File: config.mk
export PLATFORM = sky130hd
export DESIGN_NAME = axi_bridge
export DESIGN_NICKNAME = d
export VERILOG_FILES = /design/src/design/axi_bridge_pkg.sv /design/src/design/axi_read_arbiter.sv /design/src/design/axi_write_path.sv /design/src/design/axi_bridge.sv
export VERILOG_INCLUDE_DIRS = /design/src /design/src/design
export SDC_FILE = /design/constraint.sdc
export NUM_CORES = 1
export LEC_CHECK = 0
export CAP_MARGIN = 20
export CORE_AREA = 2 2 241 243
export CTS_CLUSTER_DIAMETER = 200
export CTS_CLUSTER_SIZE = 14
export DETAILED_ROUTE_END_ITERATION = 8
export DIE_AREA = 0 0 243 245
export DONT_BUFFER_PORTS = 1
export GPL_ROUTABILITY_DRIVEN = 0
export GPL_TIMING_DRIVEN = 0
export SYNTH_ARGS = -nofsm -noshare
export SYNTH_HDL_FRONTEND = slang
export SYNTH_SLANG_ARGS = --single-unit
File: constraint.sdc
create_clock -name clk -period 4.8 [get_ports clk]
set_clock_uncertainty 0.2 [all_clocks]
set_input_delay 0.72 -clock clk [delete_from_list [all_inputs] [get_ports clk]]
set_output_delay 0.72 -clock clk [all_outputs]
set_load 0.02 [all_outputs]
File: src/design/axi_bridge_consts.svh
`ifndef AXI_BRIDGE_CONSTS_SVH
`define AXI_BRIDGE_CONSTS_SVH

// ---------------------------------------------------------------------------
// AXI4 channel widths
// ---------------------------------------------------------------------------
`define AXI_ADDR_W 32
`define AXI_DATA_W 64
`define AXI_STRB_W 8
`define AXI_ID_W   4
`define AXI_LEN_W  8
`define AXI_SIZE_W 3

// ---------------------------------------------------------------------------
// fixed transaction IDs, one per master
// ---------------------------------------------------------------------------
`define FETCH_AXI_ID 4'd0
`define DMEM_AXI_ID  4'd1

`endif

File: src/design/axi_bridge_pkg.sv
package axi_bridge_pkg;

    // ------------------------------------------------------------------------
    // response codes on the R and B channels
    // ------------------------------------------------------------------------
    typedef enum logic [1:0] {
        resp_okay   = 2'b00,
        // exclusive access succeeded
        resp_exokay = 2'b01,
        resp_slverr = 2'b10,
        // no slave at this address
        resp_decerr = 2'b11
    } axi_resp_t;

    // ------------------------------------------------------------------------
    // burst types on the AR and AW channels
    // ------------------------------------------------------------------------
    // encoding 2'b11 is reserved by the bus spec
    typedef enum logic [1:0] {
        burst_fixed = 2'b00,
        burst_incr  = 2'b01,
        burst_wrap  = 2'b10
    } axi_burst_t;

endpackage

File: src/design/axi_read_arbiter.sv
`include "axi_bridge_consts.svh"

module axi_read_arbiter (
    input  logic                           clk,
    input  logic                           rst,

    // instruction fetch master
    input  logic                           if_arvalid,
    input  logic [`AXI_ADDR_W-1:0]         if_araddr,
    input  logic [`AXI_LEN_W-1:0]          if_arlen,
    input  logic [`AXI_SIZE_W-1:0]         if_arsize,
    input  axi_bridge_pkg::axi_burst_t     if_arburst,
    output logic                           if_arready,
    input  logic                           if_rready,
    output logic                           if_rvalid,
    output logic [`AXI_DATA_W-1:0]         if_rdata,
    output axi_bridge_pkg::axi_resp_t      if_rresp,
    output logic                           if_rlast,

    // data memory master
    input  logic                           mem_arvalid,
    input  logic [`AXI_ADDR_W-1:0]         mem_araddr,
    input  logic [`AXI_LEN_W-1:0]          mem_arlen,
    input  logic [`AXI_SIZE_W-1:0]         mem_arsize,
    input  axi_bridge_pkg::axi_burst_t     mem_arburst,
    output logic                           mem_arready,
    input  logic                           mem_rready,
    output logic                           mem_rvalid,
    output logic [`AXI_DATA_W-1:0]         mem_rdata,
    output axi_bridge_pkg::axi_resp_t      mem_rresp,
    output logic                           mem_rlast,

    // shared slave side
    output logic                           io_arvalid,
    output logic [`AXI_ADDR_W-1:0]         io_araddr,
    output logic [`AXI_ID_W-1:0]           io_arid,
    output logic [`AXI_LEN_W-1:0]          io_arlen,
    output logic [`AXI_SIZE_W-1:0]         io_arsize,
    output axi_bridge_pkg::axi_burst_t     io_arburst,
    input  logic                           io_arready,
    output logic                           io_rready,
    input  logic                           io_rvalid,
    input  logic [`AXI_DATA_W-1:0]         io_rdata,
    input  axi_bridge_pkg::axi_resp_t      io_rresp,
    input  logic [`AXI_ID_W-1:0]           io_rid,
    input  logic                           io_rlast
);

    typedef enum logic [1:0] {
        owner_idle,
        owner_fetch,
        owner_data
    } owner_t;

    owner_t                 owner;
    logic                   idle;
    logic                   sel_fetch;
    logic                   ar_fire;
    logic [`AXI_ID_W-1:0]   owner_id;
    logic                   r_done;

    // ------------------------------------------------------------------------
    // AR channel, open only while no burst is in flight
    // ------------------------------------------------------------------------
    assign idle = (owner == owner_idle);

    // fetch has fixed priority over the data port
    assign sel_fetch = if_arvalid;

    assign io_arvalid = idle && (if_arvalid || mem_arvalid);
    assign io_arid    = sel_fetch ? `FETCH_AXI_ID : `DMEM_AXI_ID;
    assign io_araddr  = sel_fetch ? if_araddr  : mem_araddr;
    assign io_arlen   = sel_fetch ? if_arlen   : mem_arlen;
    assign io_arsize  = sel_fetch ? if_arsize  : mem_arsize;
    assign io_arburst = sel_fetch ? if_arburst : mem_arburst;

    assign if_arready  = idle && io_arready;
    assign mem_arready = idle && !if_arvalid && io_arready;

    assign ar_fire = io_arvalid && io_arready;

    // ------------------------------------------------------------------------
    // owner state
    // ------------------------------------------------------------------------
    assign owner_id = (owner == owner_fetch) ? `FETCH_AXI_ID : `DMEM_AXI_ID;

    // release on the accepted last beat, whatever the response code
    assign r_done = io_rvalid && io_rready && io_rlast && (io_rid == owner_id);

    always_ff @(posedge clk or posedge rst) begin
        if (rst) begin
            owner <= owner_idle;
        end else begin
            case (owner)
                owner_idle: begin
                    if (ar_fire) begin
                        owner <= sel_fetch ? owner_fetch : owner_data;
                    end
                end
                owner_fetch, owner_data: begin
                    if (r_done) begin
                        owner <= owner_idle;
                    end
                end
                default: begin
                    owner <= owner_idle;
                end
            endcase
        end
    end

    // ------------------------------------------------------------------------
    // R channel steering
    // ------------------------------------------------------------------------
    always_comb begin
        case (owner)
            owner_fetch: io_rready = if_rready;
            owner_data:  io_rready = mem_rready;
            default:     io_rready = 1'b0;
        endcase
    end

    // payload goes to both, valid only to the owner
    assign if_rvalid = (owner == owner_fetch) && io_rvalid;
    assign if_rdata  = io_rdata;
    assign if_rresp  = io_rresp;
    assign if_rlast  = io_rlast;

    assign mem_rvalid = (owner == owner_data) && io_rvalid;
    assign mem_rdata  = io_rdata;
    assign mem_rresp  = io_rresp;
    assign mem_rlast  = io_rlast;

endmodule

File: src/design/axi_write_path.sv
`include "axi_bridge_consts.svh"

module axi_write_path (
    input  logic                           clk,
    input  logic                           rst,

    // data memory master
    input  logic                           mem_awvalid,
    input  logic [`AXI_ADDR_W-1:0]         mem_awaddr,
    input  logic [`AXI_LEN_W-1:0]          mem_awlen,
    input  logic [`AXI_SIZE_W-1:0]         mem_awsize,
    input  axi_bridge_pkg::axi_burst_t     mem_awburst,
    output logic                           mem_awready,
    input  logic                           mem_wvalid,
    input  logic [`AXI_DATA_W-1:0]         mem_wdata,
    input  logic [`AXI_STRB_W-1:0]         mem_wstrb,
    input  logic                           mem_wlast,
    output logic                           mem_wready,
    input  logic                           mem_bready,
    output logic                           mem_bvalid,
    output axi_bridge_pkg::axi_resp_t      mem_bresp,

    // slave side
    output logic                           io_awvalid,
    output logic [`AXI_ID_W-1:0]           io_awid,
    output logic [`AXI_ADDR_W-1:0]         io_awaddr,
    output logic [`AXI_LEN_W-1:0]          io_awlen,
    output logic [`AXI_SIZE_W-1:0]         io_awsize,
    output axi_bridge_pkg::axi_burst_t     io_awburst,
    input  logic                           io_awready,
    output logic                           io_wvalid,
    output logic [`AXI_DATA_W-1:0]         io_wdata,
    output logic [`AXI_STRB_W-1:0]         io_wstrb,
    output logic                           io_wlast,
    input  logic                           io_wready,
    output logic                           io_bready,
    input  logic                           io_bvalid,
    input  axi_bridge_pkg::axi_resp_t      io_bresp,
    input  logic [`AXI_ID_W-1:0]           io_bid
);

    logic busy;
    logic aw_fire;
    logic b_done;

    // ------------------------------------------------------------------------
    // AW channel, blocked while a write is in flight
    // ------------------------------------------------------------------------
    assign io_awvalid  = !busy && mem_awvalid;
    assign mem_awready = !busy && io_awready;
    assign io_awid     = `DMEM_AXI_ID;
    assign io_awaddr   = mem_awaddr;
    assign io_awlen    = mem_awlen;
    assign io_awsize   = mem_awsize;
    assign io_awburst  = mem_awburst;

    assign aw_fire = io_awvalid && io_awready;

    // ------------------------------------------------------------------------
    // W and B channels
    // ------------------------------------------------------------------------
    assign io_wvalid  = mem_wvalid;
    assign io_wdata   = mem_wdata;
    assign io_wstrb   = mem_wstrb;
    assign io_wlast   = mem_wlast;
    assign mem_wready = busy && io_wready;

    assign mem_bvalid = busy && io_bvalid;
    assign mem_bresp  = io_bresp;
    assign io_bready  = busy && mem_bready;

    // an error response still ends the transaction
    assign b_done = io_bvalid && io_bready && (io_bid == `DMEM_AXI_ID);

    always_ff @(posedge clk or posedge rst) begin
        if (rst) begin
            busy <= 1'b0;
        end else if (!busy && aw_fire) begin
            busy <= 1'b1;
        end else if (busy && b_done) begin
            busy <= 1'b0;
        end
    end

endmodule

File: src/design/axi_bridge.sv
`include "axi_bridge_consts.svh"

module axi_bridge (
    input  logic                           clk,
    input  logic                           rst,

    // ------------------------------------------------------------------------
    // fetch read port
    // ------------------------------------------------------------------------
    input  logic                           if_arvalid,
    input  logic [`AXI_ADDR_W-1:0]         if_araddr,
    input  logic [`AXI_LEN_W-1:0]          if_arlen,
    input  logic [`AXI_SIZE_W-1:0]         if_arsize,
    input  axi_bridge_pkg::axi_burst_t     if_arburst,
    output logic                           if_arready,
    input  logic                           if_rready,
    output logic                           if_rvalid,
    output logic [`AXI_DATA_W-1:0]         if_rdata,
    output axi_bridge_pkg::axi_resp_t      if_rresp,
    output logic                           if_rlast,

    // ------------------------------------------------------------------------
    // data memory port
    // ------------------------------------------------------------------------
    input  logic                           mem_arvalid,
    input  logic [`AXI_ADDR_W-1:0]         mem_araddr,
    input  logic [`AXI_LEN_W-1:0]          mem_arlen,
    input  logic [`AXI_SIZE_W-1:0]         mem_arsize,
    input  axi_bridge_pkg::axi_burst_t     mem_arburst,
    output logic                           mem_arready,
    input  logic                           mem_rready,
    output logic                           mem_rvalid,
    output logic [`AXI_DATA_W-1:0]         mem_rdata,
    output axi_bridge_pkg::axi_resp_t      mem_rresp,
    output logic                           mem_rlast,
    input  logic                           mem_awvalid,
    input  logic [`AXI_ADDR_W-1:0]         mem_awaddr,
    input  logic [`AXI_LEN_W-1:0]          mem_awlen,
    input  logic [`AXI_SIZE_W-1:0]         mem_awsize,
    input  axi_bridge_pkg::axi_burst_t     mem_awburst,
    output logic                           mem_awready,
    input  logic                           mem_wvalid,
    input  logic [`AXI_DATA_W-1:0]         mem_wdata,
    input  logic [`AXI_STRB_W-1:0]         mem_wstrb,
    input  logic                           mem_wlast,
    output logic                           mem_wready,
    input  logic                           mem_bready,
    output logic                           mem_bvalid,
    output axi_bridge_pkg::axi_resp_t      mem_bresp,

    // ------------------------------------------------------------------------
    // AXI master port toward the slave
    // ------------------------------------------------------------------------
    output logic                           io_arvalid,
    output logic [`AXI_ADDR_W-1:0]         io_araddr,
    output logic [`AXI_ID_W-1:0]           io_arid,
    output logic [`AXI_LEN_W-1:0]          io_arlen,
    output logic [`AXI_SIZE_W-1:0]         io_arsize,
    output axi_bridge_pkg::axi_burst_t     io_arburst,
    input  logic                           io_arready,
    output logic                           io_rready,
    input  logic                           io_rvalid,
    input  logic [`AXI_DATA_W-1:0]         io_rdata,
    input  axi_bridge_pkg::axi_resp_t      io_rresp,
    input  logic [`AXI_ID_W-1:0]           io_rid,
    input  logic                           io_rlast,
    output logic                           io_awvalid,
    output logic [`AXI_ID_W-1:0]           io_awid,
    output logic [`AXI_ADDR_W-1:0]         io_awaddr,
    output logic [`AXI_LEN_W-1:0]          io_awlen,
    output logic [`AXI_SIZE_W-1:0]         io_awsize,
    output axi_bridge_pkg::axi_burst_t     io_awburst,
    input  logic                           io_awready,
    output logic                           io_wvalid,
    output logic [`AXI_DATA_W-1:0]         io_wdata,
    output logic [`AXI_STRB_W-1:0]         io_wstrb,
    output logic                           io_wlast,
    input  logic                           io_wready,
    output logic                           io_bready,
    input  logic                           io_bvalid,
    input  axi_bridge_pkg::axi_resp_t      io_bresp,
    input  logic [`AXI_ID_W-1:0]           io_bid
);

    // read and write paths are independent, port names match one to one
    axi_read_arbiter u_read_arbiter (.*);

    axi_write_path u_write_path (.*);

endmodule

**After elaboration in Yosys (flattened, before gate mapping)**

Cells that the tools add are included.

- Word-level logic and storage cells: 48
- Output and inout bits: 319
- Register bits after elaboration: 3

- Equal/unequal tests: 6
- Reductions and logical operators: 27
- Multiplexer cells: 13

Operator list:

| operator | number |
|---|---|
| 2-to-1 mux 32 bit | 1 |
| logical AND 1 bit | 20 |
| 2-to-1 mux 2 bit | 4 |
| 2-to-1 mux 8 bit | 1 |
| == test 4 x 1 -> 1 bit (second input constant) | 1 |
| == test 4 bit | 1 |
| 2-to-1 mux 1 bit | 4 |
| one-hot mux 2 bit (2 select lines) | 1 |
| 2-to-1 mux 3 bit | 1 |
| == test 2 x 1 -> 1 bit (second input constant) | 1 |
| == test 2 bit (second input constant) | 1 |
| zero test 1 bit | 2 |
| zero test 2 bit | 1 |
| inequality test 2 x 1 -> 1 bit (second input constant) | 1 |
| inequality test 2 bit (second input constant) | 1 |
| one-hot mux 1 bit (2 select lines) | 1 |
| AND reduction 2 bit | 1 |
| nonzero test 2 bit | 1 |
| OR reduction 2 bit | 1 |
| logical OR 1 bit | 1 |

**Longest topological paths before layout**

- Depth in word-level cells: 7
- Mapped depth: 6

**By module**

Synthesis repeated with hierarchy kept, for this count alone.

- Cell total of the unflattened synthesis: 354
- Area, all modules: 2860.2 µm²

Modules (own cells, without submodules):

| module | instances | cells an instance | area an instance (µm²) |
|---|---|---|---|
| axi_read_arbiter | 1 | 216 | 1823.0 |
| axi_write_path | 1 | 138 | 1037.2 |

**Least setup slack after synthesis**

No wires, ideal clock.

- Kind: input to output
- Start: input port if_arvalid
- End: output port io_araddr[10]
- Path buffers: 2
- Slack: 2454 ps
- Arrival time: 1426 ps
- Stages: 3
- Path through: buf_4 -> buf_4 -> mux2_2

- Cells in the longest elaborated chain, start to end: 1

Ends and longest elaborated chain:

| element | line | source |
|---|---|---|
| start, declared | axi_bridge.sv:10 | `input logic if_arvalid,` |
| 2-to-1 mux 32 bit | axi_read_arbiter.sv:72 | `assign io_araddr = sel_fetch ? if_araddr : mem_araddr;` |
| end, declared | axi_bridge.sv:55 | `` output logic [`AXI_ADDR_W-1:0] io_araddr, `` |

No other way between the ends.

**Final worst setup path**

- Start: input port if_arvalid
- End: output port io_arvalid

- Cells in the longest elaborated chain, start to end: 2

Ends and longest elaborated chain:

| element | line | source |
|---|---|---|
| logical OR 1 bit | axi_read_arbiter.sv:70 | `assign io_arvalid = idle && (if_arvalid \|\| mem_arvalid);` |
| logical AND 1 bit | axi_read_arbiter.sv:70 |  |
| end, declared | axi_bridge.sv:54 | `output logic io_arvalid,` |

No other way between the ends.

==> impl_metrics.toml <==
[worst_setup_path]
crit_path_end_kind = "primary output"
crit_top_cell = "buf_4"
crit_family = "buffers and inverters"
cp_slowest_cell = "o21a_1"
start_kind = "input pin"
cp.arrival_ns = 1.72
crit_buf_inv = 2
crit_required_ns = 3.88
crit_chain = "buf_4 > buf_4 > o21a_1"
crit_fanout = 10
critPathMaxStageDelay_ns = 0.47
crit_type = "in -> out"
r2r_setup_slack_ns = 2.93

[timing]
maxSlewViolCount = 0
setup_tns_ns = 0
rsz0062_at_grt = "false"
hold_viol = 0
worstMarginPinSlew_ns = 0.609
fmax_ghz = 0.379
finalCriticalPeriod_ns = 2.64
setup_viol = 0
finalCritPeriodShare_pct = 55.0
slew_headroom_pct = 59.3

[cells_and_area]
fillCellCount = 6745
drive_gt1_share_pct = 88.3
syn_to_final_growth_pct = 38.1
stdcell_count = 1135
final_nets = 663

[placement]
portBuffers = 0
placed_cells_incl_taps = 1121
place_hpwl_um = 14000

[synth]
synth_warnings = 0
ys_seq_area_share_pct = 2.65
synthCells = 351
synth.avg_cell_area_sq_um = 8.08
synth_ff_type = "dfrtp_1"
synth_xor_area_share_pct = 0
synth-seq-cells = 3
synthArstFlopShare_pct = 100
synthTopCellsByCount = "265 x buf_4, 45 x mux2_2, 8 x and2_1"
synthAdderAreaFrac_pct = 1.32
synthSimpleGateAreaFrac_pct = 3.75
synth_compound_area_share_pct = 3.13
synth.largest_area_cell = "buf_4"
synthesis.area_sq_um = 2840
synth.distinct_cells = 21
yosys.cell_count.top_type = "buf_4"
synth_area_leaders = "buf_4 70%, mux2_2 18%, dfrtp_1 2.6%"
synth_edf_count = 0
synth_top_area_share_pct = 70.1
synthMuxAreaShare_pct = 17.9
synth_top_family_by_area = "buffers and inverters"

[floorplanning]
core_sq_um = 57000
die_w_um = 243
fp-row-count = 88
initial_core_util_pct = 4.97
die_y_um = 245
io-pin-count = 618
dieArea_sq_um = 59500

[clock_tree]
cts_resized = 0
cts_num_sinks = 3
cts_tree = "yes"
clock_latency_ns = 0.24
cts_root_buf = "clkbuf_16"
cts_htree_levels = 1
postCtsHoldBufs = 0
post_cts_buffers = 0
clkTransAtPathRegs_ns = 0.04
clock_path_buffers = 2
cts_buffers = 3

[power_and_ir_drop]
p_int_uw = 380
pwr-share-seq_pct = 6.0
p_per_area_nw_per_um2 = 203
clkPwrFrac_pct = 18.2
netSwitchingFraction_pct = 52.2
combPwrFrac_pct = 75.8
p_switching_uw = 415
vdd_drop_max_uv = 119
p_leak_nw = 1.65

[routing]
drt_iter0_markers = 57
drc = 0
wl_per_cell_um = 13.1
vias_per_cell = 1.91
totalWireLength_um = 14800
drt_pass1_iterations = 4
vias = 2171
antenna_left = 0

[run]
maxCapViolCount = 0

[run_status]
run_status = "finished, final reports clean"

[global_route]
grt_pass1_vias = 2157
grt_start_max_net_pins = 11
grt.overflow.total = 0
antenna_found_initial = 15
grt_pass1_wl_um = 16800
track_usage_pct = 4.19

[worst_hold_path]
hold_path.class = "in -> async"
-- state kept, by name, indices dropped and copies added (netlist names) --
| signal | flops |
|---|---|
| u_read_arbiter.owner | 2 |
| u_write_path.busy | 1 |
-- power by group through the flow --
stage	clock network, mW	logic, mW	registers, mW
after floorplan	0	0.535	0.0444
after global placement	0	0.611	0.0469
after detailed placement	0	0.610	0.0481
after CTS	0.152	0.611	0.0477
after global routing	0.154	0.639	0.0501
final	0.144	0.602	0.0481
-- final timing paths --
| check | end | startpoint | cells past startpoint |
|---|---|---|---|
| max in group asynchronous | u_read_arbiter.owner[0] | rst | 1 |
| hold / removal | u_write_path.busy | rst | 1 |
| min in group clk | u_read_arbiter.owner[0] | u_read_arbiter.owner[0] | 1 |
| hold reg to reg | u_read_arbiter.owner[0] | u_read_arbiter.owner[0] | 1 |
| setup reg to reg | u_read_arbiter.owner[1] | u_read_arbiter.owner[1] | 5 |
| setup / recovery | io_arvalid | if_arvalid | 3 |
-- through the flow --
step	hold WS (ns)	util, %	setup slack, ns	instance area, sq um	total power, mW
after floorplan	0.274	-	2.45	2860	0.580
after global placement	0.316	6.68	2.12	3810	0.658
after detailed placement	0.326	6.68	2.09	3810	0.658
after CTS	0.0992	6.82	2.09	3890	0.811
after global routing	0.102	6.87	2.05	3920	0.843
final	0.0829	6.87	2.16	3920	0.795
-- layout by cell type, fill, tap and decap left out, types with 3 or more instances in the layout --
| cell type | synthesis | final |
|---|---|---|
| inv_1 | 4 | 4 |
| diode_2 | 0 | 10 |
| nand3_1 | 3 | 3 |
| mux2_2 | 45 | 45 |
| and2_1 | 8 | 8 |
| clkbuf_16 | 0 | 3 |
| buf_4 | 265 | 265 |
| conb_1 | 2 | 7 |
| dfrtp_1 | 3 | 3 |
| ha_1 | 3 | 3 |
| nor2b_1 | 3 | 3 |
-- layer usage --
metal	share of wire (%)	global-route usage, %
met5	0	0
met4	4.6	2.40
met3	14	2.02
met2	57	8.59
met1	24	3.03
-- kinds of logic (layout without fill, tap and decap cells) --
group,count (synthesis),count (layout)
mux,45,45
compound gates,9,9
other cells,2,17
simple gates,18,18
buf+inv,271,275
flops,3,3
fa+ha+maj,3,3
-- layout make-up --
type,count,area (sq um),share of cell area (%)
clock buffer,4,78.8,2.01
inverter,4,15.0,0.383
tap,765,957,24.4
buffer,267,2000,51.1
sequential,3,75.1,1.92
antenna,10,25.0,0.639
multi-input combinational,82,766,19.6
Note: power is estimated with default switching activity, not from simulation.
